**src/common/wb_defs.svh**
```systemverilog
`ifndef WB_DEFS_SVH
`define WB_DEFS_SVH

// register file depth
`define REG_COUNT       32

// csr numbers
`define CSR_CRMD        14'h000
`define CSR_PRMD        14'h001
`define CSR_ESTAT       14'h005
`define CSR_ERA         14'h006
`define CSR_BADV        14'h007
`define CSR_EENTRY      14'h00c
`define CSR_SAVE0       14'h030
`define CSR_SAVE1       14'h031
`define CSR_SAVE2       14'h032
`define CSR_SAVE3       14'h033
`define CSR_TID         14'h040

// exception codes
`define ECODE_INT       6'h00
`define ECODE_ADEF      6'h08
`define ECODE_ALE       6'h09
`define ECODE_SYS       6'h0b
`define ECODE_BRK       6'h0c
`define ECODE_INE       6'h0d

// csr reset values
`define TID_RESET       32'h0000_1234
`define CRMD_RESET      32'h0000_0008   // plv 0, ie 0, da 1

`endif
```
**src/common/wb_pkg.sv**
```systemverilog
`default_nettype none

package wb_pkg;

    typedef logic [31:0] word_t;        // data, pc or address
    typedef logic [4:0]  reg_addr_t;
    typedef logic [13:0] csr_num_t;
    typedef logic [5:0]  ecode_t;
    typedef logic [8:0]  esubcode_t;

    // cause flags, intr is the interrupt flag
    typedef struct packed {
        logic intr;
        logic adef;
        logic syscall;
        logic brk;
        logic ine;
        logic ale;
    } excep_t;

    // memory stage record, qualified by mem_to_wb_valid
    typedef struct packed {
        logic      rf_we;
        reg_addr_t rf_waddr;
        word_t     rf_wdata;
        word_t     pc;
        logic      read_tid;     // rdcntid
        logic      csr_re;
        logic      csr_we;
        csr_num_t  csr_num;
        word_t     csr_wmask;
        word_t     csr_wvalue;
        logic      ertn;
        excep_t    excep;
        esubcode_t esubcode;
        word_t     vaddr;
    } mem_to_wb_t;

    typedef struct packed {
        logic      we;
        reg_addr_t waddr;
        word_t     wdata;
    } wb_to_id_t;

    typedef struct packed {
        logic ex_in_wb;
        logic ertn_in_wb;
    } wb_to_ex_t;

    typedef struct packed {
        logic     re;
        logic     we;
        csr_num_t num;
        word_t    wmask;
        word_t    wvalue;
    } csr_req_t;

    typedef struct packed {
        logic      ex;
        ecode_t    ecode;
        esubcode_t esubcode;
        word_t     pc;
        word_t     vaddr;
    } ex_info_t;

endpackage

`default_nettype wire

```
**src/hdl/wb_top.sv**
```systemverilog
`timescale 1ns/1ns
`default_nettype none

module wb_top (
    input  wire                     clk,
    input  wire                     resetn,
    input  wire                     mem_to_wb_valid,
    input  wire wb_pkg::mem_to_wb_t mem_to_wb_bus,
    output logic                    wb_allowin,
    input  wire wb_pkg::reg_addr_t  rf_raddr1,
    input  wire wb_pkg::reg_addr_t  rf_raddr2,
    output wb_pkg::word_t           rf_rdata1,
    output wb_pkg::word_t           rf_rdata2,
    output wb_pkg::wb_to_id_t       wb_to_id,
    output wb_pkg::wb_to_ex_t       wb_to_ex,
    output wb_pkg::word_t           debug_wb_pc,
    output logic [3:0]              debug_wb_rf_we,
    output wb_pkg::reg_addr_t       debug_wb_rf_wnum,
    output wb_pkg::word_t           debug_wb_rf_wdata,
    output logic                    flush_valid,
    output wb_pkg::word_t           flush_pc
);

    wb_pkg::csr_req_t  csr_req;
    wb_pkg::word_t     csr_rvalue;
    wb_pkg::ex_info_t  ex_info;
    logic              ertn_flush;
    wb_pkg::word_t     ex_entry;
    wb_pkg::word_t     era_pc;
    logic              rf_we;
    wb_pkg::reg_addr_t rf_waddr;
    wb_pkg::word_t     rf_wdata;

    wb_stage wb_stage_i (
        .clk               (clk),
        .resetn            (resetn),
        .mem_to_wb_valid   (mem_to_wb_valid),
        .mem_to_wb_bus     (mem_to_wb_bus),
        .wb_allowin        (wb_allowin),
        .csr_req           (csr_req),
        .csr_rvalue        (csr_rvalue),
        .ex_info           (ex_info),
        .ertn_flush        (ertn_flush),
        .rf_we             (rf_we),
        .rf_waddr          (rf_waddr),
        .rf_wdata          (rf_wdata),
        .wb_to_id          (wb_to_id),
        .wb_to_ex          (wb_to_ex),
        .debug_wb_pc       (debug_wb_pc),
        .debug_wb_rf_we    (debug_wb_rf_we),
        .debug_wb_rf_wnum  (debug_wb_rf_wnum),
        .debug_wb_rf_wdata (debug_wb_rf_wdata)
    );

    csr_file csr_file_i (
        .clk        (clk),
        .resetn     (resetn),
        .csr_req    (csr_req),
        .csr_rvalue (csr_rvalue),
        .ex_info    (ex_info),
        .ertn_flush (ertn_flush),
        .ex_entry   (ex_entry),
        .era_pc     (era_pc)
    );

    reg_file reg_file_i (
        .clk    (clk),
        .we     (rf_we),
        .waddr  (rf_waddr),
        .wdata  (rf_wdata),
        .raddr1 (rf_raddr1),
        .raddr2 (rf_raddr2),
        .rdata1 (rf_rdata1),
        .rdata2 (rf_rdata2)
    );

    // redirect target, exception entry wins over ertn
    assign flush_valid = ex_info.ex | ertn_flush;
    assign flush_pc    = ex_info.ex ? ex_entry : era_pc;

endmodule

`default_nettype wire

```
**src/wb/wb_stage.sv**
```systemverilog
`timescale 1ns/1ns
`default_nettype none

`include "wb_defs.svh"

module wb_stage (
    input  wire                     clk,
    input  wire                     resetn,
    // from memory stage
    input  wire                     mem_to_wb_valid,
    input  wire wb_pkg::mem_to_wb_t mem_to_wb_bus,
    output logic                    wb_allowin,
    // csr file
    output wb_pkg::csr_req_t        csr_req,
    input  wire wb_pkg::word_t      csr_rvalue,
    output wb_pkg::ex_info_t        ex_info,
    output logic                    ertn_flush,
    // register file write port
    output logic                    rf_we,
    output wb_pkg::reg_addr_t       rf_waddr,
    output wb_pkg::word_t           rf_wdata,
    // forwarding and flush hints
    output wb_pkg::wb_to_id_t       wb_to_id,
    output wb_pkg::wb_to_ex_t       wb_to_ex,
    // trace compare
    output wb_pkg::word_t           debug_wb_pc,
    output logic [3:0]              debug_wb_rf_we,
    output wb_pkg::reg_addr_t       debug_wb_rf_wnum,
    output wb_pkg::word_t           debug_wb_rf_wdata
);

    logic               wb_valid;
    logic               ready_go;
    wb_pkg::mem_to_wb_t wb_bus;
    logic               excep_any;     // some cause flag set in the held record
    logic               wb_ex;
    logic               flush;
    wb_pkg::ecode_t     ecode;
    wb_pkg::word_t      result;

    assign ready_go   = 1'b1;        // writeback never stalls
    assign wb_allowin = ~wb_valid | ready_go;

    assign excep_any  = |wb_bus.excep;
    assign wb_ex      = wb_valid & excep_any;
    assign ertn_flush = wb_valid & wb_bus.ertn & ~excep_any;
    assign flush      = wb_ex | ertn_flush;

    always_ff @(posedge clk) begin
        if (!resetn) begin
            wb_valid <= 1'b0;
        end else if (flush) begin
            wb_valid <= 1'b0;        // kills the record arriving on this edge
        end else if (wb_allowin) begin
            wb_valid <= mem_to_wb_valid;
        end
    end

    always_ff @(posedge clk) begin
        if (mem_to_wb_valid && wb_allowin) begin
            wb_bus <= mem_to_wb_bus;
        end
    end

    // fixed priority ecode
    always_comb begin
        if (wb_bus.excep.intr) begin
            ecode = `ECODE_INT;
        end else if (wb_bus.excep.adef) begin
            ecode = `ECODE_ADEF;
        end else if (wb_bus.excep.syscall) begin
            ecode = `ECODE_SYS;
        end else if (wb_bus.excep.brk) begin
            ecode = `ECODE_BRK;
        end else if (wb_bus.excep.ine) begin
            ecode = `ECODE_INE;
        end else begin
            ecode = `ECODE_ALE;
        end
    end

    assign ex_info.ex       = wb_ex;
    assign ex_info.ecode    = ecode;
    assign ex_info.esubcode = wb_bus.esubcode;
    assign ex_info.pc       = wb_bus.pc;
    assign ex_info.vaddr    = wb_bus.vaddr;

    // rdcntid goes through the csr read path
    assign csr_req.re     = wb_bus.csr_re | wb_bus.read_tid;
    assign csr_req.num    = wb_bus.read_tid ? `CSR_TID : wb_bus.csr_num;
    assign csr_req.we     = wb_valid & wb_bus.csr_we & ~excep_any;
    assign csr_req.wmask  = wb_bus.csr_wmask;
    assign csr_req.wvalue = wb_bus.csr_wvalue;

    assign result = (wb_bus.csr_re || wb_bus.read_tid) ? csr_rvalue : wb_bus.rf_wdata;

    assign rf_we    = wb_valid & wb_bus.rf_we & ~excep_any;
    assign rf_waddr = wb_bus.rf_waddr;
    assign rf_wdata = result;

    assign wb_to_id.we    = rf_we;
    assign wb_to_id.waddr = wb_bus.rf_waddr;
    assign wb_to_id.wdata = result;

    assign wb_to_ex.ex_in_wb   = wb_ex;
    assign wb_to_ex.ertn_in_wb = ertn_flush;

    assign debug_wb_pc       = wb_bus.pc;
    assign debug_wb_rf_we    = {4{rf_we}};   // byte enables all follow rf_we
    assign debug_wb_rf_wnum  = wb_bus.rf_waddr;
    assign debug_wb_rf_wdata = result;

endmodule

`default_nettype wire

```
**src/csr/csr_file.sv**
```systemverilog
`timescale 1ns/1ns
`default_nettype none

`include "wb_defs.svh"

module csr_file (
    input  wire                   clk,
    input  wire                   resetn,
    input  wire wb_pkg::csr_req_t csr_req,
    output wb_pkg::word_t         csr_rvalue,
    input  wire wb_pkg::ex_info_t ex_info,
    input  wire                   ertn_flush,
    output wb_pkg::word_t         ex_entry,
    output wb_pkg::word_t         era_pc
);

    // bits that software may write
    localparam wb_pkg::word_t CRMD_WBITS   = 32'h0000_01ff;
    localparam wb_pkg::word_t PRMD_WBITS   = 32'h0000_0007;
    localparam wb_pkg::word_t ESTAT_WBITS  = 32'h0000_0003;   // only the soft interrupt bits
    localparam wb_pkg::word_t EENTRY_WBITS = 32'hffff_ffc0;

    wb_pkg::word_t crmd;
    wb_pkg::word_t prmd;
    wb_pkg::word_t estat;
    wb_pkg::word_t era;
    wb_pkg::word_t badv;
    wb_pkg::word_t eentry;
    wb_pkg::word_t save [4];
    wb_pkg::word_t tid;
    wb_pkg::word_t rdata;
    logic          vaddr_fault;

    function automatic wb_pkg::word_t merge(input wb_pkg::word_t old_value,
                                            input wb_pkg::word_t bits);
        wb_pkg::word_t mask;
        mask = csr_req.wmask & bits;
        return (old_value & ~mask) | (csr_req.wvalue & mask);
    endfunction

    function automatic logic wr_hit(input wb_pkg::csr_num_t num);
        return csr_req.we && (csr_req.num == num);
    endfunction

    assign vaddr_fault = (ex_info.ecode == `ECODE_ADEF) || (ex_info.ecode == `ECODE_ALE);

    always_ff @(posedge clk) begin
        if (!resetn) begin
            crmd  <= `CRMD_RESET;
            prmd  <= '0;
            estat <= '0;
            tid   <= `TID_RESET;
            eentry <= '0;
        end else begin
            if (ex_info.ex) begin
                prmd[2:0]    <= crmd[2:0];          // pie, pplv
                crmd[2:0]    <= 3'b000;             // kernel mode, interrupts off
                estat[21:16] <= ex_info.ecode;
                estat[30:22] <= ex_info.esubcode;
            end else if (ertn_flush) begin
                crmd[2:0] <= prmd[2:0];
            end else begin
                if (wr_hit(`CSR_CRMD))   crmd   <= merge(crmd, CRMD_WBITS);
                if (wr_hit(`CSR_PRMD))   prmd   <= merge(prmd, PRMD_WBITS);
                if (wr_hit(`CSR_ESTAT))  estat  <= merge(estat, ESTAT_WBITS);
                if (wr_hit(`CSR_TID))    tid    <= merge(tid, '1);
                if (wr_hit(`CSR_EENTRY)) eentry <= merge(eentry, EENTRY_WBITS);
            end
        end
    end

    // return state and scratch regs, not reset
    always_ff @(posedge clk) begin
        if (ex_info.ex) begin
            era <= ex_info.pc;
            if (vaddr_fault) begin
                badv <= ex_info.vaddr;
            end
        end else begin
            if (wr_hit(`CSR_ERA))   era     <= merge(era, '1);
            if (wr_hit(`CSR_BADV))  badv    <= merge(badv, '1);
            if (wr_hit(`CSR_SAVE0)) save[0] <= merge(save[0], '1);
            if (wr_hit(`CSR_SAVE1)) save[1] <= merge(save[1], '1);
            if (wr_hit(`CSR_SAVE2)) save[2] <= merge(save[2], '1);
            if (wr_hit(`CSR_SAVE3)) save[3] <= merge(save[3], '1);
        end
    end

    always_comb begin
        case (csr_req.num)
            `CSR_CRMD:   rdata = crmd;
            `CSR_PRMD:   rdata = prmd;
            `CSR_ESTAT:  rdata = estat;
            `CSR_ERA:    rdata = era;
            `CSR_BADV:   rdata = badv;
            `CSR_EENTRY: rdata = eentry;
            `CSR_SAVE0:  rdata = save[0];
            `CSR_SAVE1:  rdata = save[1];
            `CSR_SAVE2:  rdata = save[2];
            `CSR_SAVE3:  rdata = save[3];
            `CSR_TID:    rdata = tid;
            default:     rdata = '0;    // unimplemented csr
        endcase
    end

    assign csr_rvalue = csr_req.re ? rdata : '0;
    assign ex_entry   = eentry;
    assign era_pc     = era;

endmodule

`default_nettype wire

```
**src/hdl/reg_file.sv**
```systemverilog
`timescale 1ns/1ns
`default_nettype none

`include "wb_defs.svh"

module reg_file (
    input  wire                    clk,
    input  wire                    we,
    input  wire wb_pkg::reg_addr_t waddr,
    input  wire wb_pkg::word_t     wdata,
    input  wire wb_pkg::reg_addr_t raddr1,
    input  wire wb_pkg::reg_addr_t raddr2,
    output wb_pkg::word_t          rdata1,
    output wb_pkg::word_t          rdata2
);

    wb_pkg::word_t regs [`REG_COUNT];

    always_ff @(posedge clk) begin
        if (we && (waddr != '0)) begin
            regs[waddr] <= wdata;
        end
    end

    // r0 always reads zero
    assign rdata1 = (raddr1 == '0) ? '0 : regs[raddr1];
    assign rdata2 = (raddr2 == '0) ? '0 : regs[raddr2];

endmodule

`default_nettype wire

```
**config.mk**
```make
export PLATFORM = sky130hd
export DESIGN_NAME = wb_top
export DESIGN_NICKNAME = d
export VERILOG_FILES = /design/src/common/wb_pkg.sv /design/src/hdl/wb_top.sv /design/src/wb/wb_stage.sv /design/src/csr/csr_file.sv /design/src/hdl/reg_file.sv
export VERILOG_INCLUDE_DIRS = /design/src /design/src/common
export SDC_FILE = /design/constraint.sdc
export NUM_CORES = 2
export LEC_CHECK = 0
export BUFFER_PORTS_ARGS = -buffer_cell sky130_fd_sc_hd__clkbuf_2
export CAP_MARGIN = 20
export CORE_MARGIN = 5
export CORE_UTILIZATION = 60
export DETAILED_ROUTE_END_ITERATION = 16
export GPL_ROUTABILITY_DRIVEN = 0
export PLACE_DENSITY = 0.77
export RECOVER_POWER = 50
export SLEW_MARGIN = 25
export SYNTH_ARGS = -nofsm -noshare
export SYNTH_HDL_FRONTEND = slang
export SYNTH_SLANG_ARGS = --single-unit
export TNS_END_PERCENT = 20
```
**constraint.sdc**
```tcl
create_clock -name clk -period 6.25 [get_ports clk]
set_input_delay 0.3125 -clock clk [delete_from_list [all_inputs] [get_ports clk]]
set_output_delay 0.3125 -clock clk [all_outputs]
set_load 0.05 [all_outputs]
```
# After elaboration in Yosys (flattened, before gate mapping)
# Memory sizes are Yosys's and may differ from the RTL's.
# Cells that the tools add are included.
# word_totals
ramBits	1152
ff_bits	424
elab_cells	176
memories	2
output_inout_bits	211
input_bits	212
# classes
bitwise_logic	45
n_reduce_logical	37
eq_ne	14
muxes	48
# mem_list
memory	words	word_bits	read_ports	rd_clocked_by_memory_dff	write_ports	line_no	source
reg_file_i.regs	32	32	2	0	1	reg_file.sv:17	wb_pkg::word_t regs [`REG_COUNT];
csr_file_i.save	4	32	4	0	1	csr_file.sv:29	wb_pkg::word_t save [4];
# ops
operator	count
$and A32 B32 Y32	13
$mux W32	13
$or A32 B32 Y32	11
$pmux W32 S11	1
$reduce_or A32 Y1	3
$not A32 Y32	2
$mux W31	2
$eq A14 B6 Y1 const B	4
$eq A14 B3 Y1 const B	3
$and A32 B2 Y32	1
$and A32 B3 Y32	1
$and A32 B9 Y32	1
$not A2 Y32	1
$not A3 Y32	1
$not A9 Y32	1
$mux W6	4
$mux W3	6
$mux W1	17
$mux W15	1
$reduce_and A3 Y1	5
$eq A14 B1 Y1 const B	1
$eq A14 B4 Y1 const B	1
$eq A14 B7 Y1 const B	1
$logic_not A14 Y1	1
other kinds (16)	49

# Logic depth before layout (Yosys ltp)
# logic_depth
ltp_word	11
ltp_mapped	11

# Hierarchy
# From an unflattened synthesis, not the netlist that was laid out.
# hier_totals
hier_cells	4527
hier_area_um2	71303.4
# modules_own_cells
module	cells_each	area_each_um2	seq_area_each_um2	n_inst
reg_file	2564	47929.7	30749.5	1
csr_file	1393	14268.7	7507.2	1
wb_stage	533	8558.2	5995.8	1
wb_top	37	546.8	0.0	1

# Worst setup path after synthesis
# OpenSTA, ideal clock, no wires.
# synth_path
kind	reg2out
startpoint	register wb_stage_i.wb_bus[116] (netlist name)
endpoint	output port wb_to_id[0] (netlist name)
required_ps	5938
stages_incl_launch_ff	9
setup_slack_ps	842
path_buffers	3
arrival_ps	5096
path_cell_list	edfxtp_1 > buf_2 > or4_4 > nor4_1 > clkbuf_1 > a22oi_1 > and3_1 > a211oi_1 > buf_4
# synth_via
elab_chain_cells	5
word_cells_on_any_way	15
classes_between	eq/ne: 10; mux: 4; reduce/logical: 1
# synth_rtl
element	line_no	source
start: declaration	wb_stage.sv:34	wb_pkg::mem_to_wb_t wb_bus;
start signal: assignment	wb_stage.sv:61	wb_bus <= mem_to_wb_bus;
$mux W14 (*)	wb_stage.sv:90	assign csr_req.num = wb_bus.read_tid ? `CSR_TID : wb_bus.csr_num;
$eq A14 B7 Y1, or another cell as far along	csr_file.sv:90	case (csr_req.num)
$pmux W32 S11 (*)	csr_file.sv:90	
$mux W32 (*)	csr_file.sv:106	assign csr_rvalue = csr_req.re ? rdata : '0;
$mux W32 (*)	wb_stage.sv:95	assign result = (wb_bus.csr_re || wb_bus.read_tid) ? csr_rvalue : wb_bus.rf_wdata;
end: declaration	wb_top.sv:14	output wb_pkg::wb_to_id_t wb_to_id,
# Every way passes the cells marked *; elsewhere a longest branch is shown, timed or not.

# Worst setup path in the final report
# layout_path
startpoint	register wb_stage_i.wb_bus[43] (netlist name)
endpoint	memory reg_file_i.regs[10][12] (netlist name) (enable)
# layout_via
elab_chain_cells	6
# layout_rtl
element	line_no	source
$reduce_or A6 Y1	wb_stage.sv:44	assign excep_any = |wb_bus.excep;
$not A1 Y1	wb_stage.sv:97	assign rf_we = wb_valid & wb_bus.rf_we & ~excep_any;
$and A1 B1 Y1	wb_stage.sv:97	
$logic_and A1 B1 Y1	reg_file.sv:20	if (we && (waddr != '0)) begin
$mux W1	reg_file.sv:20	
$mux W1 (not written as such)	reg_file.sv:21	regs[waddr] <= wdata;
end: declaration	reg_file.sv:17	
# Every way passes these cells.

==> flow_summary.json <==
{
  "firstDrtPassIters": 8,
  "rsz0062_at_grt": "no",
  "grt_pass1_vias": 44314,
  "nets": 4774,
  "holdCritPathClass": "input port to register",
  "fill_cells": 6922,
  "avgViaCountPerCell": 7.105,
  "drt_iter0_drc": 6491,
  "path_max_fanout": 17,
  "root_buffer": "clkbuf_16",
  "syn2layout_area_growth_pct": 15.82,
  "cp.required_ns": 6.57,
  "port_buffers": 421,
  "status": "finished with violations",
  "drv_cap": 41,
  "path_cells": "nor4_1 > and2_0 > nand3_1 > or2_0 > nor2_1 > clkbuf_1",
  "grt-ovfl-total": 0,
  "cp_slowest_cell": "nor2_1",
  "startpoint": "wb_stage_i.wb_bus[43]",
  "ctsResizeCount": 0,
  "cts_tree": "built",
  "multi_input_area_um2": 22070,
  "slew_headroom": -1.557,
  "fmax_mhz": 174.6,
  "use_met1": 0.4578,
  "violations": "max-capacitance violations, max-slew violations",
  "hpwl_um": 126200,
  "cts_max_level": 4,
  "finalNonFillerCells": 6195,
  "synthFlopType": "edfxtp_1",
  "clk_path_buf_depth": 3,
  "avgSynthCellArea_um2": 16.97,
  "critPathKind": "register to register",
  "crit_path_max_incr_delay_ns": 1.81,
  "worst_slack_ns": 0.5235,
  "cts_inserted_buffers": 153,
  "core-area_um2": 112200,
  "die_h_um": 345.8,
  "synth-edff-count": 1415,
  "final_common_cell": "edfxtp_1",
  "grt_pass1_wl_um": 306100,
  "synth_seq_cells": 1501,
  "wl_um": 214600,
  "yosysWarnings": 0,
  "drv_slew": 1046,
  "worstHoldStart": "mem_to_wb_bus[85]",
  "tightest_slew_ns": 3.835,
  "synth_cells": 3986,
  "clock_latency_ns": 0.76,
  "ys_types": 70,
  "antenna_found_initial": 7,
  "drive_gt1_frac": 0.2546,
  "timing.rr.start": "wb_stage_i.wb_bus[43]",
  "post-route-period-util": 0.9162,
  "vdd_drop_max_uv": 322.7,
  "grt_max_degree": 157,
  "synthArstFlopShare": 0,
  "grt_util_met3": 0.1092,
  "layout_common_cells": "1,415 x edfxtp_1, 502 x mux4_2, 280 x clkbuf_2",
  "setup-tns-final_ns": 0,
  "die_area_um2": 119500,
  "total_power_uw": 22710,
  "clock_sinks": 1501,
  "syn_area_um2": 67640,
  "p_leak_uw": 0.02787,
  "critical_path_arrival_ns": 6.05,
  "route.detailed.drc": 0,
  "num_vias": 44018,
  "antenna_left": 0,
  "register_area_um2": 44210,
  "wl_per_cell_um": 34.64,
  "rows": 123,
  "endpoint_kind": "register",
  "fin_skew_ns": 0.02610,
  "worst_setup_path_start_kind": "register",
  "yosys.area.top_type": "edfxtp_1",
  "ios": 423,
  "setup_violations": 0,
  "yosysSeqAreaShare": 0.6536,
  "start_util": 0.6029,
  "dp.cells": 5705,
  "powerDensity_nw_per_um2": 289.9,
  "synth_top_cell_area_share": 0.6282,
  "synth_area_leaders": "edfxtp_1 63%, mux4_2 17%, mux2i_1 3.1%",
  "dp_slack_ns": 1.753,
  "hold_violations": 0,
  "grt_usage": 0.3536,
  "min_period_ns": 5.726,
  "top_usage_layer": "met2",
  "clk_pin_slew_worst_paths_ns": 0.06,
  "grt_use_met2": 0.5529,
  "die_w_um": 345.8
}
## critical path: cells and delay by family (launching register included)
kind | cells | cell delay [ns]
flops | 1 | 0.43
simple gates | 5 | 3.19
buf+inv | 1 | 1.66
## timing repair
action	4_1_cts	5_1_grt
hold buffers	200	0
setup buffers	0	0
endpoints found under the setup margin	0	0
endpoints found under the hold margin	220	0
## metal layers
layer  part of all wire  routed length (um)
met3               0.14               30140
met2               0.47              100600
met5            0.00012                  26
met1               0.33               71430
met4              0.058               12440
## per-stage QoR
stage          hold WS, ns  area [um^2]  utilization
2_1_floorplan       0.4114        67760            -
3_3_place_gp        0.4439        71750       0.6395
3_5_place_dp        0.4497        71970       0.6415
4_1_cts            0.07072        78940       0.7036
5_1_grt             0.2510        78330       0.6981
6_report            0.2681        78340       0.6983
## kinds of logic after synthesis
kind of cell	count (synthesis)	synth area share
flip-flops	1501	0.6536
AO/OA/AOI/OAI	598	0.06465
XOR/XNOR	2	0.0002590
AND/OR/NAND/NOR	783	0.05575
buffers and inverters	391	0.02780
other	2	0.0001110
multiplexers	709	0.1978
## cells in the mapped netlist, types with 61 or more instances
cell	count
edfxtp_1	1415
mux4_2	502
nand2_1	260
mux2i_1	207
clkbuf_1	197
nor2_1	188
and2_1	104
a21o_1	96
dfxtp_1	86
buf_4	84
a21oi_1	75
a22oi_1	69
and3_1	69
nand3_1	61
## report_power, final
part           internal (uW)  total (uW)  switching, uW
logic                    729        2170           1440
clock network           5240        9130           3890
registers              11200       11400            189
total                  17200       22700           5520
## cell type report
type,count,share of cell area
Timing Repair Buffer,772,0.06572
Clock inverter,91,0.01016
Clock buffer,191,0.05336
Antenna cell,6,0.0001917
Tap cell,1500,0.02396
Multi-Input combinational cell,2125,0.2818
Inverter,9,0.0004632
Sequential cell,1501,0.5644
## path summary, 6_finish.rpt
check                           slack [ns]  cells after the start                 endpoint
worst max-delay path                  0.52                      6  reg_file_i.regs[10][12]
worst min-delay path                  0.27                      2   wb_stage_i.csr_req[37]
worst min register to register        0.46                      2                 register
worst max register to register        0.52                      6  reg_file_i.regs[10][12]
(Power assumes the default switching activity.)
